==> src/hw/icachePkg.sv <==
// cache geometry, address/line/bundle types, fetch status codes and stall bundle
package icachePkg;

	typedef logic [31:0]  fetchAddr; // PC
	typedef logic [27:0]  lineAddr;  // PC bits 31..4
	typedef logic [5:0]   lineIndex; // line address bits 6..1
	typedef logic [127:0] lineData;
	typedef logic [95:0]  bundle;    // fetch window
	typedef logic [3:0]   pcStep;    // bytes
	typedef logic [2:0]   roverVal;
	typedef logic [9:0]   retryCount;

	typedef enum logic [1:0]
	{
		FETCH_OK   = 2'b00,
		FETCH_HOLD = 2'b01
	} fetchOk;

	localparam int linesPerBank = 64;

	// three no-op words, shown while the pipeline waits
	localparam bundle stallBundle = {3{32'h30023002}};

	// cycles a load may stay unanswered before it is sent again
	localparam retryCount missRetryCycles = 10'd1023;

endpackage

==> src/hw/bundleAlign.sv <==
// fetch window select, op length and WEX step decode, stall bundle output
`timescale 1ns/100ps

module bundleAlign (
	input  icachePkg::lineData   evenData,
	input  icachePkg::lineData   oddData,
	input  icachePkg::fetchAddr  reqAddr,
	input  logic                 hold,
	input  logic                 wexEnable,
	output icachePkg::bundle     pcBundle,
	output icachePkg::pcStep     pcStep,
	output icachePkg::fetchOk    pcOk
);

	logic [255:0]     joined;   // next line above current line
	icachePkg::bundle window;
	logic [6:0]       bitOffset;
	logic             firstLong;
	logic             firstWex;
	logic             secondWex;
	icachePkg::pcStep opStep;

	// top three bits all set marks a 32-bit op
	function automatic logic isLongOp(input logic [15:0] word);
		isLongOp = (word[15:13] == 3'b111);
	endfunction

	assign joined    = reqAddr[4] ? {evenData, oddData} : {oddData, evenData};
	assign bitOffset = {reqAddr[3:1], 4'b0000};
	assign window    = joined[bitOffset +: 96];

	assign firstLong = isLongOp(window[15:0]);
	assign firstWex  = firstLong && window[10];
	assign secondWex = isLongOp(window[47:32]) && window[42]; // op right after a 32-bit first

	always_comb
	begin
		if (wexEnable && firstWex)
			opStep = secondWex ? 4'd12 : 4'd8;
		else if (firstLong)
			opStep = 4'd4;
		else
			opStep = 4'd2;
	end

	always_comb
	begin
		if (hold)
		begin
			pcBundle = icachePkg::stallBundle;
			pcStep   = 4'd0;
			pcOk     = icachePkg::FETCH_HOLD;
		end
		else
		begin
			pcBundle = window;
			pcStep   = opStep;
			pcOk     = icachePkg::FETCH_OK;
		end
	end

endmodule

==> config.mk <==
export PLATFORM = sky130hd
export DESIGN_NAME = bundleAlign
export DESIGN_NICKNAME = d
export VERILOG_FILES = /design/src/hw/icachePkg.sv /design/src/hw/bundleAlign.sv
export SDC_FILE = /design/constraint.sdc
export NUM_CORES = 1
export LEC_CHECK = 0
export BUFFER_PORTS_ARGS = -buffer_cell sky130_fd_sc_hd__buf_2
export CAP_MARGIN = 20
export CELL_PAD_IN_SITES_DETAIL_PLACEMENT = 2
export CELL_PAD_IN_SITES_GLOBAL_PLACEMENT = 2
export CORE_ASPECT_RATIO = 1.1
export CORE_MARGIN = 2
export CORE_UTILIZATION = 28
export DETAILED_ROUTE_END_ITERATION = 16
export PLACE_DENSITY = 0.91
export SYNTH_ARGS = -nofsm -noshare
export SYNTH_HDL_FRONTEND = slang
export SYNTH_SLANG_ARGS = --single-unit
==> constraint.sdc <==
create_clock -name vclk -period 2.6
set_clock_uncertainty 0.05 [all_clocks]
set_input_delay 0.26 -clock vclk [all_inputs]
set_output_delay 0.26 -clock vclk [all_outputs]
set_load 0.01 [all_outputs]
==> reports/metrics.cfg <==
[detailed_routing]
drt.antenna.violating_nets=0
route.detailed.drc=0
m1WireLength_mm=14.20
highest_layer=met4
met2_wirelength_mm=20.37
vias=8718
via_per_inst=6.148
routedWlPerCell_um=27.02
wl_met3_mm=1.691
drt-pass1-iter-count=5
drt_iter0_markers=615
wl_mm=38.31

[global_route]
grt_max_degree=66
gr-total-overflow=0
grt_pass1_wl_mm=57.01
grt_pass1_vias=9572
antenna_found_initial=6
track_usage_pct=25.20

[floorplanning]
rows=63
coreArea_sq_um=26800
die_x_um=160.9
dieHeight_um=176.6
die_area_sq_um=28400
ioPinCount=392
initial_core_util_pct=28.28

[setup_path]
cp.required_ns=2.29
crit_chain=clkbuf_16 -> buf_4 -> mux2_1 -> mux2_2 -> mux4_2 -> or2_1 -> buf_2
startpoint_type=input port
criticalPathCategory=input port to output pin
setup.worst_path.end_class=output pin
cp_data_arrival_time_ns=2.20
critPathSlowestCell=mux4_2
cp_max_fo=30
slowest_delay_ns=0.50

[final_layout]
drive_gt1_share_pct=57.69
seq_cell_count=0
nClkBuffers=0
nets=1346
seq_area_sq_um=0
finalNonFillerCells=1418
area_growth_pct=31.00

[hold_path]
hold_end=pcStep[3]
hold_depth=4
hp-start=wexEnable
worstHoldPathType=input port to output pin

[synth]
synth_top_area_share_pct=43.38
yosysWarnings=0
synthTopCellsByCount=146 x mux4_2, 114 x a211oi_1, 102 x mux2i_1
avgSynthCellArea_sq_um=10.30
ys_seq_area_share_pct=0
synth_cell_types=38
yosysTopAreaCell=mux4_2
netlist_top_cells_area=mux4_2 43%, mux2i_1 13%, a211oi_1 11%
syn_area_sq_um=7580
post-synth-top-count-cell=mux4_2
synthCells=736

[timing]
fmax_mhz=398.3
rsz0062_at_grt=false
maxSlewViolCount=0
period_minus_slack_ns=2.511
finalHoldViolations=0
fin_crit_sh_pct=96.56
tns_ns=0
setup_viol=0

[power_and_ir_drop]
p_leak_nw=4.202
peakVddDrop_uv=79.24
power_w=0.002132
powerDensity_nw_per_um2=214.7

[clocking]
post_cts_buffers=0
hold_buffers=0

[job]
maxCapViolations=0

[place]
place_congestion=0.8953
dp_cells=1410
port_buffers=362
place_hpwl_mm=31.10

[status]
status=complete, no violations

routing by layer:
metal / track usage (%) / up-vias
li1: - / 3703
met4: 12.46 / 0
met5: 0 / -
met1: 28.94 / 4501
met3: 2.044 / 129
met2: 47.00 / 385
critical path: cells and delay by family:
family / cells / cell delay, ns
simple gates: 1 / 0.22
buf+inv: 3 / 0.56
mux: 3 / 1.16
report_power, final:
part | total [W] | internal, W | switching [W]
Sequential | 0 | 0 | 0
Clock | 0.000000000361 | 0.000000000361 | 0
Combinational | 0.00213 | 0.00101 | 0.00112
Total | 0.00213 | 0.00101 | 0.00112
layout by cell type (no fill, tap or decap), types with 2 or more instances in the layout:
cell and count:
a311oi_1 23, nor2_1 48, mux4_1 3, diode_2 7, mux2_1 8, a211o_1 5
nand2_1 42, buf_12 12, nand3_1 8, clkbuf_16 2, buf_16 2, o21ai_0 10
buf_4 46, mux4_2 146, a31oi_1 3, a211oi_1 112, or2_1 7, and2_1 26
mux2i_1 102, nor2b_1 8, nand2b_1 28, a211oi_2 3, a21o_1 5, buf_2 357
conb_1 2, mux2_2 30, nand2_2 2, and2_0 2, a22oi_1 4
area by class of cell:
class	instances	area (sq um)
diodes	7	17.52
fillers	2982	16870
inverters	2	12.51
multi-input cells	632	6964
well taps	357	446.7
repair buffers	420	2489
logic make-up (layout without fill, tap and decap cells):
| group | Yosys count | count (layout) | synth area share, % |
|---|---|---|---|
| AOI/OAI and AO/OA | 167 | 167 | 16.82 |
| buffers and inverters | 105 | 422 | 8.303 |
| muxes | 289 | 289 | 63.54 |
| other | 1 | 9 | 0.04947 |
| and+or+nand+nor | 174 | 174 | 11.29 |
how the worst max path moves through the flow:
stage | startpoint | to | slack (ns) | cells after the start
3_5_place_dp | reqAddr[1] | pcBundle[36] | -0.02 | 9
4_1_cts | reqAddr[4] | pcBundle[36] | 0.05 | 7
5_1_grt | reqAddr[1] | pcBundle[36] | 0.01 | 9
3_3_place_gp | reqAddr[1] | pcBundle[2] | 0.08 | 7
6_report | reqAddr[1] | pcBundle[33] | 0.09 | 7
2_1_floorplan | reqAddr[4] | pcBundle[63] | 0.36 | 9
metrics by stage:
| stage | worst slack [ns] | cell area [sq um] | utilization [%] | hold slack [ns] |
|---|---|---|---|---|
| 2_1_floorplan | 0.3573 | 7584 | - | 0.5618 |
| 3_3_place_gp | 0.07708 | 9842 | 36.72 | 0.8207 |
| 3_5_place_dp | -0.02059 | 9842 | 36.72 | 0.8380 |
| 4_1_cts | 0.04629 | 9853 | 36.76 | 0.8414 |
| 5_1_grt | 0.01232 | 9927 | 37.04 | 0.8546 |
| 6_report | 0.08937 | 9930 | 37.05 | 0.8344 |
timing repair:
| item | CTS | global route |
|---|---|---|
| cloned | 0 | 1 |
| hold endpoints to repair | 0 | 0 |
| setup endpoints to repair | 3 | 17 |
| pin swaps | 0 | 0 |
| resized for setup | 1 | 6 |
No activity file was read; power rests on OpenSTA's default activity.
