===== src/hw/icachePkg.sv =====
// cache geometry, address/line/bundle types, fetch status codes and stall bundle
package icachePkg;

	typedef logic [31:0]  fetchAddr; // PC
	typedef logic [27:0]  lineAddr;  // PC bits 31..4
	typedef logic [5:0]   lineIndex; // line address bits 6..1
	typedef logic [127:0] lineData;
	typedef logic [95:0]  bundle;    // fetch window
	typedef logic [3:0]   pcStep;    // bytes
	typedef logic [2:0]   roverVal;
	typedef logic [9:0]   retryCount;

	typedef enum logic [1:0]
	{
		FETCH_OK   = 2'b00,
		FETCH_HOLD = 2'b01
	} fetchOk;

	localparam int linesPerBank = 64;

	// three no-op words, shown while the pipeline waits
	localparam bundle stallBundle = {3{32'h30023002}};

	// cycles a load may stay unanswered before it is sent again
	localparam retryCount missRetryCycles = 10'd1023;

endpackage


===== src/hw/fetchAddress.sv =====
// fetch PC capture, even/odd line addresses and bank read indices
`timescale 1ns/100ps

module fetchAddress (
	input  logic                 clock,
	input  logic                 reset,
	input  icachePkg::fetchAddr  pc,
	input  logic                 pcHold,
	input  logic                 hold,
	output icachePkg::fetchAddr  reqAddr,
	output icachePkg::lineAddr   evenLine,
	output icachePkg::lineAddr   oddLine,
	output icachePkg::lineIndex  evenIndex,
	output icachePkg::lineIndex  oddIndex,
	output icachePkg::lineIndex  readEvenIndex,
	output icachePkg::lineIndex  readOddIndex
);

	icachePkg::lineAddr pcLine;
	icachePkg::lineAddr nextLine;
	icachePkg::lineAddr nxtEven;
	icachePkg::lineAddr nxtOdd;
	logic               stall;

	assign pcLine   = pc[31:4];
	assign nextLine = pcLine + 28'd1; // window may spill into this one
	assign stall    = pcHold || hold;

	// PC bit 4 is line bit 0, so it picks the bank of the current line
	always_comb
	begin
		if (pc[4])
		begin
			nxtOdd  = pcLine;
			nxtEven = nextLine;
		end
		else
		begin
			nxtEven = pcLine;
			nxtOdd  = nextLine;
		end
	end

	// re-read the held lines so a fill shows up on the next lookup
	assign readEvenIndex = stall ? evenIndex : nxtEven[6:1];
	assign readOddIndex  = stall ? oddIndex : nxtOdd[6:1];

	always_ff @(posedge clock)
	begin
		if (reset)
		begin
			reqAddr   <= '0;
			evenLine  <= '0;
			oddLine   <= 28'd1;
			evenIndex <= '0;
			oddIndex  <= '0;
		end
		else if (!stall)
		begin
			reqAddr   <= pc;
			evenLine  <= nxtEven;
			oddLine   <= nxtOdd;
			evenIndex <= nxtEven[6:1];
			oddIndex  <= nxtOdd[6:1];
		end
	end

	evenLineAligned: assert property (@(posedge clock) disable iff (reset)
		evenLine[0] == 1'b0);

endmodule


===== config.mk =====
export PLATFORM = sky130hd
export DESIGN_NAME = fetchAddress
export DESIGN_NICKNAME = d
export VERILOG_FILES = /design/src/hw/icachePkg.sv /design/src/hw/fetchAddress.sv
export SDC_FILE = /design/constraint.sdc
export NUM_CORES = 1
export LEC_CHECK = 0
export ABC_CLOCK_PERIOD_IN_PS = 3100
export BUFFER_PORTS_ARGS = -buffer_cell sky130_fd_sc_hd__buf_2
export CAP_MARGIN = 0
export CORE_AREA = 5 5 87 106
export CTS_CLUSTER_DIAMETER = 60
export CTS_CLUSTER_SIZE = 12
export DETAILED_ROUTE_END_ITERATION = 16
export DIE_AREA = 0 0 92 111
export PLACE_DENSITY = 0.9
export SLEW_MARGIN = 30
export SYNTH_ARGS = -nofsm -noshare
export SYNTH_HDL_FRONTEND = slang
export SYNTH_SLANG_ARGS = --single-unit

===== constraint.sdc =====
create_clock -name clock -period 3.1 [get_ports clock]
set_input_delay 0.31 -clock clock [delete_from_list [all_inputs] [get_ports clock]]
set_output_delay 0.31 -clock clock [all_outputs]
set_load 0.02 [all_outputs]

==> impl_metrics.json <==
{
  "dr.pass1.iters": 6,
  "r2r_end": "evenLine[25]",
  "rsz0062_at_grt": "false",
  "p_clk_share_pct": 28.3,
  "synth_compound_area_share_pct": 19.8,
  "cp_common_cell": "buf_2",
  "avgSynthCellArea_um2": 8.10,
  "path_depth": 7,
  "synthTopCellsByCount": "dfxtp_1, nand2_1, a21oi_1",
  "met2_usage_pct": 43.7,
  "min_path_type": "in2reg",
  "wl_per_cell_um": 18.2,
  "grt_busiest_layer": "met2",
  "path_delay_family": "simple AND/OR/NAND/NOR gates",
  "slew_viol_final": 0,
  "synthCells": 515,
  "p_seq_share_pct": 53.2,
  "synth_area_leaders": "dfxtp_1, nand2_1, a21oi_1",
  "synth_seq_area_share_pct": 47.0,
  "leakage_nw": 2.22,
  "drc_errors": 0,
  "ant_nets": 0,
  "antenna_found_initial": 0,
  "yosysTopAreaCellShare_pct": 47.0,
  "synth_xor_area_share_pct": 2.52,
  "cp_num_buf_inv": 2,
  "crit_path_start_kind": "primary input",
  "num_vias": 4500,
  "clock_latency_ns": 0.36,
  "portBuffers": 145,
  "cts-htree-levels": 3,
  "nets": 677,
  "placed_area_um2": 4920,
  "synthFlopType": "dfxtp_1",
  "ys_types": 40,
  "grt_overflow": 0,
  "p_sw_w": 0.000767,
  "yosysMostFrequentCell": "dfxtp_1",
  "ir_drop_mv": 0.302,
  "slew_headroom_pct": 55.9,
  "p_total_w": 0.00257,
  "cts_buffer_depth": 2,
  "crit_arrival_ns": 1.88,
  "critical_path.endpoint": "readOddIndex[5]",
  "slowest_delay_ns": 0.31,
  "grt_max_degree": 35,
  "max_cap_viol_count": 0,
  "finalWirelength_um": 13400,
  "synthSimpleGateAreaFrac_pct": 24.6,
  "grt.met3_usage_pct": 8.15,
  "hold_depth": 3,
  "die-area_um2": 10200,
  "cp_slowest_cell": "ha_1",
  "fp.dieW_um": 92,
  "clkTransAtPathRegs_ns": 0.08,
  "power.internal_w": 0.00180,
  "path_class": "in2out",
  "grt_pass1_wl_um": 21300,
  "worstRegToRegCells": 3,
  "drive_above_1_share_pct": 27.5,
  "cts_sinks": 98,
  "worstSetupEndpointType": "primary output",
  "io_pins": 148,
  "fin_crit_ns": 2.19,
  "core_area_um2": 8020,
  "power_frac_comb_pct": 18.4,
  "grt_pass1_vias": 4325,
  "crit_start": "pc[4]",
  "final_area_um2": 5080,
  "nFillCells": 715,
  "postCtsHoldBufs": 0,
  "synth.area.mux_share_pct": 1.02,
  "vias_per_cell": 6.11,
  "synth_area_um2": 4170,
  "ys.warnings.count": 0,
  "synth_edf_count": 0,
  "ctsResizeCount": 0,
  "crit_chain": "buf_2 > ha_1 > nand4_1 > nor2_1 > xnor2_1 > a21oi_1 > buf_2",
  "cts_inserted_buffers": 9,
  "fp.dieH_um": 111,
  "synth_top_area_cell": "dfxtp_1",
  "synthAdderAreaFrac_pct": 0.600,
  "postCtsSetupRepairBufs": 0,
  "synth_fp_nets": 553,
  "clock_skew_ns": 0,
  "syn_to_final_growth_pct": 21.8,
  "cts_root_buffer": "clkbuf_8",
  "status": "completed",
  "n_antenna_cell": 0,
  "synth-async-reset-ratio_pct": 0,
  "fin_crit_sh_pct": 70.7,
  "fin_setup_tns_ns": 0,
  "grt_use_total_pct": 25.9,
  "worstPathRequired_ns": 2.79,
  "grt_use_met1_pct": 29.1,
  "hold_viol_final": 0,
  "globalplace.congestion": 0.940,
  "start_util_pct": 52.0,
  "worst_slew_pin_slew_ns": 0.659,
  "ys_ff_latch": 98,
  "synth_top_family_by_area": "simple AND/OR/NAND/NOR gates",
  "ff2ff_setup_slack_ns": 2.27,
  "drt_iter0_drc": 405,
  "p_per_area_nw_per_um2": 505,
  "timing.critical_path.fanout_max": 13,
  "max_freq_ghz": 0.456,
  "swShare_pct": 29.9,
  "dp_hpwl_um": 9820,
  "cts_tree": "done",
  "setup_viol": 0,
  "placementRows": 36,
  "r2r_start": "evenLine[25]"
}
flip-flops by register name, summed over array words and instances, names as in the netlist:
signal and flops:
oddLine 27, evenIndex 6, evenLine 27, reqAddr 32
oddIndex 6
worst min-delay path by stage:
stage / slack, ns / start / end
3_3_place_gp: 0.44 / reqAddr[7] / reqAddr[7]
6_report: 0.19 / pc[0] / reqAddr[0]
2_1_floorplan: 0.45 / pc[0] / reqAddr[0]
5_1_grt: 0.18 / pc[0] / reqAddr[0]
3_5_place_dp: 0.44 / reqAddr[1] / reqAddr[1]
4_1_cts: 0.17 / pc[0] / reqAddr[0]
cells in the final DEF, fill, tap and decap left out, types with 5 or more instances in the layout:
cell      instances
buf_2           145
dfxtp_1          98
nand2_1          89
a21oi_1          64
o21ai_0          46
nor2_1           24
nor3_1           22
nand4_1          13
nand3_1          11
clkbuf_8         11
a31oi_1          10
xnor2_1           9
a211oi_1          9
or3_1             9
buf_4             9
or4_1             7
nor4_1            6
o21a_1            5
and3_1            5
and2_1            5
routing by layer:
layer,vias up,wire (µm)
li1,2075,-
met1,2057,4870
met2,292,6430
met3,76,1380
met4,0,734
met5,-,0
worst register-to-register path: cells and delay by family (launching register included):
family	cells	cell delay, ns
DFF	1	0.33
and+or+nand+nor	2	0.24
AOI/OAI and AO/OA	1	0.16
stage by stage:
stage | util [%] | hold WS (ns) | worst slack [ns] | cells
detailed placement | 61.4 | 0.443 | 0.838 | 723
CTS | 63.4 | 0.175 | 0.930 | 736
finish | 63.4 | 0.185 | 0.908 | 736
global route | 63.4 | 0.185 | 0.759 | 736
global placement | 61.4 | 0.439 | 0.931 | 723
floorplan | - | 0.446 | 1.21 | 515
power groups by stage:
stage / clock network [W] / logic, W / registers, W
2_1_floorplan: 0 / 0.000196 / 0.00148
3_5_place_dp: 0 / 0.000468 / 0.00139
3_3_place_gp: 0 / 0.000457 / 0.00139
6_report: 0.000728 / 0.000473 / 0.00137
5_1_grt: 0.000789 / 0.000511 / 0.00138
4_1_cts: 0.000737 / 0.000470 / 0.00137
cell families after synthesis:
kind of cell / count (synthesis)
and+or+nand+nor: 208
AOI/OAI and AO/OA: 146
DFF: 98
buffers and inverters: 43
xor gates and xnor gates: 12
muxes: 4
adders and majority gates: 2
other: 2
area by class of cell:
type / instances / area, µm² / area share (%)
Inverter: 2 / 7.51 / 0.148
Timing Repair Buffer: 154 / 793 / 15.6
Tap cell: 95 / 119 / 2.34
Clock buffer: 13 / 159 / 3.13
Sequential cell: 98 / 1960 / 38.6
Multi-Input combinational cell: 374 / 2040 / 40.2
Power figures use the tool's default switching activity.
