<file path="config.mk">
export PLATFORM = sky130hd
export DESIGN_NAME = missRingNode
export DESIGN_NICKNAME = d
export VERILOG_FILES = /design/src/hw/icachePkg.sv /design/src/hw/ringPkg.sv /design/src/hw/missRingNode.sv
export SDC_FILE = /design/constraint.sdc
export NUM_CORES = 1
export LEC_CHECK = 0
export BUFFER_PORTS_ARGS = -buffer_cell sky130_fd_sc_hd__clkbuf_2
export CORE_ASPECT_RATIO = 0.75
export CORE_MARGIN = 1
export CORE_UTILIZATION = 40
export CTS_CLUSTER_SIZE = 28
export DETAILED_ROUTE_END_ITERATION = 12
export PLACE_DENSITY = 0.73
export SYNTH_ARGS = -nofsm -noshare
export SYNTH_HDL_FRONTEND = slang
export SYNTH_SLANG_ARGS = --single-unit
</file>
<file path="constraint.sdc">
create_clock -name clock -period 12.3 [get_ports clock]
set_clock_uncertainty 0.15 [all_clocks]
set_input_delay 0 -clock clock [delete_from_list [all_inputs] [get_ports clock]]
set_output_delay 0 -clock clock [all_outputs]
set_load 0.01 [all_outputs]
</file>
<file path="src/hw/icachePkg.sv">
// cache geometry, address/line/bundle types, fetch status codes and stall bundle
package icachePkg;

	typedef logic [31:0]  fetchAddr; // PC
	typedef logic [27:0]  lineAddr;  // PC bits 31..4
	typedef logic [5:0]   lineIndex; // line address bits 6..1
	typedef logic [127:0] lineData;
	typedef logic [95:0]  bundle;    // fetch window
	typedef logic [3:0]   pcStep;    // bytes
	typedef logic [2:0]   roverVal;
	typedef logic [9:0]   retryCount;

	typedef enum logic [1:0]
	{
		FETCH_OK   = 2'b00,
		FETCH_HOLD = 2'b01
	} fetchOk;

	localparam int linesPerBank = 64;

	// three no-op words, shown while the pipeline waits
	localparam bundle stallBundle = {3{32'h30023002}};

	// cycles a load may stay unanswered before it is sent again
	localparam retryCount missRetryCycles = 10'd1023;

endpackage

</file>
<file path="src/hw/ringPkg.sv">
// ring bus field types, opcodes, response codes, node id and field positions
package ringPkg;

	typedef logic [15:0]  ringOpm;  // operation mode
	typedef logic [15:0]  ringSeq;  // node, bank, tag
	typedef logic [31:0]  ringAddr;
	typedef logic [127:0] ringData; // one line tile
	typedef logic [3:0]   seqTag;

	localparam ringOpm opmIdle     = 16'h0000;
	localparam ringOpm opmLoadLine = 16'h0083; // line load request

	localparam logic [1:0] respClass = 2'b01; // opm bits 7..6 of a response
	localparam logic [1:0] respOk    = 2'b11; // opm bits 5..4, load done

	localparam logic [7:0] nodeId      = 8'h21;
	localparam int         seqTagCount = 16;

	// positions inside opm and seq
	localparam int opmClassLsb  = 6;
	localparam int opmStatusLsb = 4;
	localparam int seqNodeLsb   = 8;
	localparam int seqBankLsb   = 6;

	localparam logic [1:0] bankEven = 2'b00;
	localparam logic [1:0] bankOdd  = 2'b01;

endpackage

</file>
<file path="src/hw/missRingNode.sv">
// miss request FSM, sequence tag table, ring forward/inject, fill decode, retry timer
`timescale 1ns/100ps

module missRingNode (
	input  logic                 clock,
	input  logic                 reset,
	input  logic                 evenMiss,
	input  logic                 oddMiss,
	input  logic                 hold,
	input  icachePkg::lineAddr   evenLine,
	input  icachePkg::lineAddr   oddLine,
	input  icachePkg::lineIndex  evenIndex,
	input  icachePkg::lineIndex  oddIndex,
	input  ringPkg::ringOpm      ringOpmIn,
	input  ringPkg::ringSeq      ringSeqIn,
	input  ringPkg::ringAddr     ringAddrIn,
	input  ringPkg::ringData     ringDataIn,
	output ringPkg::ringOpm      ringOpmOut,
	output ringPkg::ringSeq      ringSeqOut,
	output ringPkg::ringAddr     ringAddrOut,
	output ringPkg::ringData     ringDataOut,
	output logic                 fillEven,
	output logic                 fillOdd,
	output icachePkg::lineIndex  fillIndex,
	output icachePkg::lineAddr   fillLine,
	output icachePkg::lineData   fillData
);

	typedef enum logic [1:0]
	{
		MISS_IDLE,
		MISS_PENDING,
		MISS_RETRY
	} missState;

	missState             state;
	ringPkg::seqTag       tagRov;  // rolling tag for the next request
	ringPkg::seqTag       respTag;
	icachePkg::lineIndex  seqIndexTab [ringPkg::seqTagCount];
	icachePkg::lineAddr   seqLineTab [ringPkg::seqTagCount];
	icachePkg::retryCount retryTimer;
	logic                 sentEven;
	logic                 sentOdd;
	logic                 inResp;
	logic                 slotFree;
	logic                 isFill;
	logic [1:0]           respBank;
	logic                 canIssue;
	logic                 reqEven;
	logic                 reqOdd;
	logic                 inject;
	logic [1:0]           reqBank;
	icachePkg::lineIndex  reqIndex;
	icachePkg::lineAddr   reqLine;

	assign inResp = (ringOpmIn[ringPkg::opmClassLsb +: 2] == ringPkg::respClass) &&
		(ringSeqIn[ringPkg::seqNodeLsb +: 8] == ringPkg::nodeId);
	assign slotFree = (ringOpmIn == ringPkg::opmIdle) || inResp; // our response frees the slot
	assign isFill   = inResp && (ringOpmIn[ringPkg::opmStatusLsb +: 2] == ringPkg::respOk);
	assign respBank = ringSeqIn[ringPkg::seqBankLsb +: 2];
	assign respTag  = ringSeqIn[3:0];

	assign fillEven  = isFill && (respBank == ringPkg::bankEven);
	assign fillOdd   = isFill && (respBank == ringPkg::bankOdd);
	assign fillIndex = seqIndexTab[respTag];
	assign fillLine  = seqLineTab[respTag];
	assign fillData  = ringDataIn;

	// even bank first; a retry sends again what was already sent
	assign canIssue = hold && (state != MISS_PENDING);
	assign reqEven  = canIssue && evenMiss && (!sentEven || (state == MISS_RETRY));
	assign reqOdd   = canIssue && oddMiss && (!sentOdd || (state == MISS_RETRY)) && !reqEven;
	assign inject   = slotFree && (reqEven || reqOdd);
	assign reqBank  = reqEven ? ringPkg::bankEven : ringPkg::bankOdd;
	assign reqIndex = reqEven ? evenIndex : oddIndex;
	assign reqLine  = reqEven ? evenLine : oddLine;

	always_ff @(posedge clock)
	begin
		if (reset)
		begin
			state      <= MISS_IDLE;
			tagRov     <= '0;
			sentEven   <= 1'b0;
			sentOdd    <= 1'b0;
			retryTimer <= icachePkg::missRetryCycles;
		end
		else
		begin
			unique case (state)
				MISS_IDLE, MISS_RETRY:
				begin
					if (inject)
					begin
						state      <= MISS_PENDING;
						retryTimer <= icachePkg::missRetryCycles;
					end
					else if (!evenMiss && !oddMiss)
						state <= MISS_IDLE; // a late fill made the retry moot
				end
				MISS_PENDING:
				begin
					if (isFill || !hold)
						state <= MISS_IDLE;
					else if (retryTimer == '0)
						state <= MISS_RETRY;
					else
						retryTimer <= retryTimer - 1'b1;
				end
				default:
					state <= MISS_IDLE;
			endcase
			if (inject)
				tagRov <= tagRov + 4'd1;
			sentEven <= hold && (sentEven || (inject && reqEven)); // cleared once fetch moves on
			sentOdd  <= hold && (sentOdd || (inject && reqOdd));
		end
	end

	always_ff @(posedge clock)
	begin
		if (inject)
		begin
			seqIndexTab[tagRov] <= reqIndex;
			seqLineTab[tagRov]  <= reqLine;
		end
	end

	always_ff @(posedge clock)
	begin
		if (reset)
		begin
			ringOpmOut <= ringPkg::opmIdle;
			ringSeqOut <= '0;
		end
		else if (slotFree)
		begin
			ringOpmOut <= inject ? ringPkg::opmLoadLine : ringPkg::opmIdle;
			ringSeqOut <= inject ? {ringPkg::nodeId, reqBank, 2'b00, tagRov} : '0;
		end
		else
		begin
			ringOpmOut <= ringOpmIn; // traffic for others
			ringSeqOut <= ringSeqIn;
		end
	end

	always_ff @(posedge clock)
	begin
		if (slotFree)
		begin
			ringAddrOut <= inject ? {reqLine, 4'h0} : '0;
			ringDataOut <= '0;
		end
		else
		begin
			ringAddrOut <= ringAddrIn;
			ringDataOut <= ringDataIn;
		end
	end

	// own loads only leave while the fetch side is stalled
	requestOnlyOnHold: assert property (@(posedge clock) disable iff (reset)
		((ringOpmOut == ringPkg::opmLoadLine) &&
		(ringSeqOut[ringPkg::seqNodeLsb +: 8] == ringPkg::nodeId)) |-> $past(hold));

endmodule

</file>
==> impl_metrics.csv, run 1 <==
group,metric,value,unit
worst_setup_path,crit_path_end_kind,"flip-flop",
timing,worst_slack,7875,ps
clock_network,cts_tree,"built",
floorplanning,dieArea,71550,um^2
timing,timing.hold.ws,20.49,ps
pwr,clockPowerShare,0.411,
global_routing,grt_pass1_wl,121100,um
final_layout,drive_gt1_frac,0.4067,
synthesis,netlist_area,28190,um^2
clock_network,postCtsHoldBufs,356,
timing,rsz0062_at_grt,"false",
global_routing,gr-total-overflow,0,
place,place_area,31440,um^2
floorplanning,initial_core_util,0.4082,
timing,fmax,226.0,MHz
floorplanning,coreArea,69060,um^2
place,gp_congestion,1.022,
timing,min_period,4425,ps
timing,slew_headroom,0.09471,
pwr,p_seq_frac,0.505,
pwr,p_int,4.289,mW
worst_setup_path,worstPathRequired,12390,ps
global_routing,grt_pass1_vias,18358,
clock_network,clockBufferDepth,3,
worst_setup_path,worstReg2RegStart,"state[1]$_SDFFE_PP0P_",
synthesis,synthTopCellsByCount,"edfxtp_1, dfxtp_1, mux4_2",
timing,setup_tns,0,ps
worst_setup_path,critPathLaunchType,"input pin",
drt,ant_nets,0,
timing,period_share,0.3597,
worst_setup_path,path_cells,"dlygate4sd3_1 -> clkbuf_2 -> nor4_1 -> nand4_1 -> nand2_1 -> and2_2 -> nand2_1 -> nor3_2 -> buf_4",
floorplanning,die_h,231.9,um
synthesis,yosysTopAreaCellShare,0.5795,
floorplanning,io_pins,621,
synthesis,ys.flop_type,"edfxtp_1",
outcome,status,"finished, final reports clean",
place,dp_hpwl,50980,um
synthesis,syn_avg_cell_area,18.72,um^2
pwr,switchingPower,1.230,mW
global_routing,grt_max_degree,74,
synthesis,yosys_warnings,0,
clock_network,post_cts_buffers,0,
synthesis,ys_seq_elements,754,
min_path,hp-start,"ringSeqIn[2]",
synthesis,yosysMostFrequentCell,"edfxtp_1",
pwr,peakVddDrop,105.7,uV
worst_setup_path,path_class,"input pin to flip-flop",
clock_network,cts_buffers,74,
pwr,power.density,147.5,nW/um^2
global_routing,grt_util_all_layers,0.2345,
synthesis,synth.largest_area_cell,"edfxtp_1",
final_layout,n_fill_cell,5262,
worst_setup_path,startpoint,"ringOpmIn[13]",
clock_network,htreeDepth,3,
timing,drv_slew,0,
drt,via_per_inst,5.261,
worst_setup_path,crit_arrival,4520,ps
worst_setup_path,cp_common_cell,"nand2_1",
global_routing,grt_antenna_before_repair,2,
drt,num_vias,17694,
synthesis,synth_cells,1506,
synthesis,synth_area_leaders,"edfxtp_1, dfxtp_1, mux4_2, buf_4, and3_1",
timing,worst_pin_slew,1355,ps
timing,finalHoldViolCount,0,
drt,wirelength,84530,um
drt,route.detailed.drc,0,
floorplanning,core.rowCount,83,
place,port_buffers,620,
clock_network,cts-resized-gates,0,
clock_network,clkTransAtPathRegs,60,ps
worst_setup_path,max_stage_delay,910,ps
synthesis,ys_async_sr_fraction,0,
final_layout,nNetsFinal,2637,
worst_setup_path,cp_max_fo,39,
drt,first_pass_iters,5,
clock_network,cts_root_buf,"clkbuf_16",
synthesis,syn-num-nets,1776,
final_layout,design_area,37430,um^2
final_layout,post-route-util,0.5420,
clock_network,clk_latency,600,ps
synthesis,yosysUniqueCellTypes,47,
drt,drt_iter0_markers,1541,
synthesis,yosysSeqAreaShare,0.7286,
timing,setup_violations,0,
min_path,min_path_type,"input pin to flip-flop",
flow_run,max-cap-violations,0,
worst_setup_path,slowest_stage,"and2_2",
pwr,p_leak,14.24,nW
final_layout,syn_to_final_growth,32.78,%
synthesis,synth_enable_flop_cells,544,
pwr,swShare,0.2229,
pwr,combinationalPowerShare,0.085,
floorplanning,die_w,308.5,um
place,dp_slack,7952,ps
clock_network,clock_sinks,754,
drt,wl_per_cell,25.13,um
[through the flow]
step           instances  power, mW
3_5_place_dp        2870      3.207
5_1_grt             3363      5.677
6_report            3363      5.520
3_3_place_gp        2870      3.201
2_1_floorplan       1506      3.042
4_1_cts             3362      5.542
[worst max-delay path: cells and delay by family]
| family | cells | cell delay (ps) |
|---|---|---|
| buf+inv | 3 | 1240 |
| simple gates | 6 | 3210 |
[power groups by stage]
stage | logic [mW] | clock network [mW] | registers (mW)
CTS | 0.460 | 2.30 | 2.79
finish | 0.468 | 2.27 | 2.79
global placement | 0.362 | 0 | 2.84
floorplan | 0.193 | 0 | 2.85
detailed placement | 0.366 | 0 | 2.84
global route | 0.494 | 2.40 | 2.79
[cells in the final DEF (no fill, tap or decap), types with 4 or more instances in the layout]
master,count
mux4_2,170
nor3_2,5
clkinvlp_4,7
a22o_1,28
nand2b_1,4
clkbuf_1,11
dlygate4sd3_1,356
clkbuf_16,77
o21a_1,7
inv_1,6
and2_1,22
clkinv_1,16
a21oi_1,17
dfxtp_1,210
bufinv_16,6
nor2_1,21
and3_1,134
clkbuf_2,617
mux2_2,34
nor4_1,5
nand2_1,22
ha_1,5
clkinv_2,10
a31oi_1,7
buf_4,23
nor2_4,13
or3_1,4
edfxtp_1,544
[cells by family after synthesis]
group,share of synthesized area
flops,0.7286
simple gates,0.05299
buf+inv,0.04833
mux,0.1494
compound gates,0.01678
fa+ha+maj,0.002974
xor+xnor,0.0009322
[registers in the layout (all words and copies together), names as in the netlist]
name	flops
ringDataOut	128
ringSeqOut	16
sentEven	1
sentOdd	1
state	2
tagRov	4
retryTimer	10
ringAddrOut	32
seqLineTab	448
seqIndexTab	96
ringOpmOut	16
[layout make-up]
class | count | area, um^2 | share of cell area
sequential | 754 | 20540 | 0.5487
timing repair buffer | 999 | 6854 | 0.1831
multi-input combinational | 532 | 6419 | 0.1715
clock buffer | 89 | 1982 | 0.05295
tap | 935 | 1170 | 0.03125
clock inverter | 47 | 442.9 | 0.01183
inverter | 6 | 22.52 | 0.0006017
antenna | 1 | 2.502 | 0.00006685
[final timing paths]
path                                 end  cells after the start  slack, ps
max          seqIndexTab[0][0]$_DFFE_PP_                      9       7880
min             ringSeqOut[2]$_SDFF_PP0_                      4         20
max reg2reg  seqIndexTab[0][0]$_DFFE_PP_                      7       8040
min reg2reg        state[1]$_SDFFE_PP0P_                      1        350
[layer usage]
metal  GRT usage  wire length (um)  vias up
met3     0.04664              5463      208
met1      0.2892             32760     9092
li1            -                 -     7519
met4      0.1227              4545        0
met5           0                 0        -
met2      0.3912             41760      875
(Power assumes the default switching activity.)
==> inputs of run 2 (changes only) <==
- ABC_AREA: unset -> 1
- clock period: 12.3 -> 4.59 ns (I/O delays scaled with it)
==> run 2 against run 1 <==
Sequential power increased to 2.7 times the previous value. Die area increased by 3.9%. Critical path depth is 4 higher. Wire length increased by 24%. Cell count up 31%. Design area up 2.1%. Clock power grew to 2.7 times the previous value. Synthesized cell count is 73% higher. Sequential share of layout area decreased by 1.1 points. Clock-buffer cell count rose by 14.
==> impl_metrics.csv, run 2 <==
group,metric,value,unit
outcome,status,"finished, final reports clean",
min_path,min_path_type,"input pin to flip-flop",
place,gp_congestion,0.9606,
synthesis,syn_avg_cell_area,11.28,um^2
clock_network,clk_latency,620,ps
drt,wirelength,104700,um
pwr,power.density,391.3,nW/um^2
global_routing,grt_util_all_layers,0.2757,
global_routing,grt_pass1_vias,21881,
timing,fmax,238.2,MHz
synthesis,synth.largest_area_cell,"edfxtp_1",
drt,via_per_inst,5.167,
synthesis,ys.flop_type,"edfxtp_1",
final_layout,largest_reg_flops,448,
timing,worst_pin_slew,1108,ps
worst_setup_path,cp_max_fo,55,
drt,num_vias,22769,
flow_run,max-cap-violations,0,
final_layout,reg_top3,"seqLineTab (448), ringDataOut (128), seqIndexTab (96)",
pwr,peakVddDrop,266.2,uV
final_layout,regArea,20540,um^2
final_layout,nNetsFinal,3654,
timing,period_share,0.9145,
clock_network,clockBufferDepth,3,
clock_network,htreeDepth,3,
timing,min_period,4198,ps
final_layout,final_cell_mix,"clkbuf_2, nor2_1, edfxtp_1",
clock_network,cts_tree,"built",
drt,route.detailed.drc,0,
timing,slew_headroom,0.2612,
final_layout,syn_to_final_growth,30.45,%
global_routing,grt_pass1_wl,148200,um
drt,first_pass_iters,6,
synthesis,synth_cells,2599,
synthesis,yosysUniqueCellTypes,30,
floorplanning,initial_core_util,0.4064,
global_routing,gr-total-overflow,0,
drt,ant_nets,0,
global_routing,grt_antenna_before_repair,8,
synthesis,yosysTopAreaCellShare,0.5574,
clock_network,clock_sinks,754,
worst_setup_path,path_class,"input pin to flip-flop",
place,port_buffers,620,
synthesis,ys_async_sr_fraction,0,
global_routing,grt_max_degree,134,
final_layout,drive_gt1_frac,0.2326,
clock_network,cts_root_buf,"clkbuf_16",
pwr,p_leak,15.47,nW
drt,wl_per_cell,23.75,um
final_layout,multiInputGateArea,6624,um^2
floorplanning,die_w,314.6,um
floorplanning,core.rowCount,85,
timing,setup_tns,0,ps
synthesis,yosys_warnings,0,
clock_network,cts_buffers,76,
floorplanning,die_h,236.4,um
synthesis,yosysMostFrequentCell,"nor2_1",
clock_network,cts-resized-gates,0,
timing,drv_slew,0,
place,dp_slack,1406,ps
pwr,finalPower,14.96,mW
synthesis,ys_seq_elements,754,
worst_setup_path,crit_path_end_kind,"flip-flop",
final_layout,n_fill_cell,6083,
worst_setup_path,critPathLaunchType,"input pin",
synthesis,yosysSeqAreaShare,0.7008,
synthesis,syn-num-nets,2869,
floorplanning,coreArea,72110,um^2
synthesis,synth_area_leaders,"edfxtp_1, dfxtp_1, nor2_1, o21ai_0, o211ai_1",
final_layout,layout_commonest_cell,"clkbuf_2",
clock_network,clkTransAtPathRegs,60,ps
floorplanning,io_pins,621,
floorplanning,dieArea,74370,um^2
final_layout,max_flop_register,"seqLineTab",
timing,finalHoldViolCount,0,
drt,drt_iter0_markers,2575,
place,dp_hpwl,68130,um
synthesis,synth_enable_flop_cells,544,
worst_setup_path,crit_arrival,4550,ps
synthesis,synthTopCellsByCount,"nor2_1, edfxtp_1, o21ai_0",
worst_setup_path,worstPathRequired,4950,ps
timing,setup_violations,0,
timing,rsz0062_at_grt,"false",
synthesis,netlist_area,29310,um^2
timing,worst_slack,392.3,ps
run 2: cell types whose count changed in the layout (fill, tap and decap cells not counted), sizes merged, moves of 14 or more:
| cell | delta |
|---|---|
| mux4 | -170 |
| dlygate4sd3 | -29 |
| o21ai | +306 |
| o211ai | +136 |
| and3 | -135 |
| nand2 | +179 |
| clkbuf | +14 |
| mux2 | -34 |
| nand3 | +82 |
| and2 | -26 |
| nor2 | +576 |
| inv | +169 |
run 2: worst paths after layout:
kind	start	to	slack [ps]	cells past startpoint
max reg2reg	state[1]$_SDFFE_PP0P_	seqIndexTab[3][0]$_DFFE_PP_	920	10
min	oddLine[6]	seqLineTab[3][6]$_DFFE_PP_	3	3
max	ringSeqIn[9]	ringSeqOut[6]$_SDFF_PP0_	390	13
min reg2reg	sentEven$_SDFF_PP0_	sentEven$_SDFF_PP0_	340	2
run 2: area by class of cell:
class,count,share of cell area
flip-flops and latches,754,0.5373
well taps,957,0.03132
inverters,180,0.01803
clock inverters,35,0.007429
repair buffers,981,0.1764
multi-input cells,1391,0.1733
clock buffers,103,0.05590
diodes,6,0.0003927
run 2: logic make-up after synthesis:
group / count (synthesis) / share of synthesized area
compound gates: 481 / 0.09755
xor+xnor: 2 / 0.0005978
fa+ha+maj: 5 / 0.002135
buf+inv: 454 / 0.07749
flops: 754 / 0.7008
simple gates: 903 / 0.1214
run 2: layer usage:
metal | up-vias | GRT usage | share of wire
li1 | 10338 | - | -
met1 | 10975 | 0.3446 | 0.38
met2 | 1181 | 0.4482 | 0.47
met3 | 273 | 0.07157 | 0.090
met4 | 2 | 0.1242 | 0.053
met5 | - | 0 | 0.00013
run 2: metrics by stage:
stage               utilization  hold slack [ps]  instances  instance area, um^2
floorplan                     -           -102.5       2599                29310
global route             0.5302            26.09       4407                38230
global placement         0.4510            47.41       3936                32520
CTS                      0.5300          0.03308       4401                38220
finish                   0.5302            3.153       4407                38230
detailed placement       0.4510            53.56       3936                32520
run 2: worst max-delay path, stage by stage:
cell	delay (ps)
dlygate4sd3_1	540
clkbuf_2	100
dlygate4sd3_1	550
inv_1	80
nand2_1	50
nor2_1	210
nand3_1	170
nand2_4	120
buf_4	460
inv_2	530
nand2_1	920
o22ai_1	130
dlygate4sd3_1	600
run 2: report_power, final:
part	internal [mW]	total (mW)	leakage (nW)	switching, mW
sequential	7.43	7.47	6.66	0.0398
combinational	0.549	1.44	7.62	0.892
clock	3.45	6.05	1.20	2.60
total	11.4	15.0	15.5	3.54
run 2: what timing repair did:
| item | 4_1_cts | 5_1_grt |
|---|---|---|
| setup buffers | 0 | 0 |
| hold endpoints to repair | 550 | 0 |
| hold buffers | 327 | 0 |
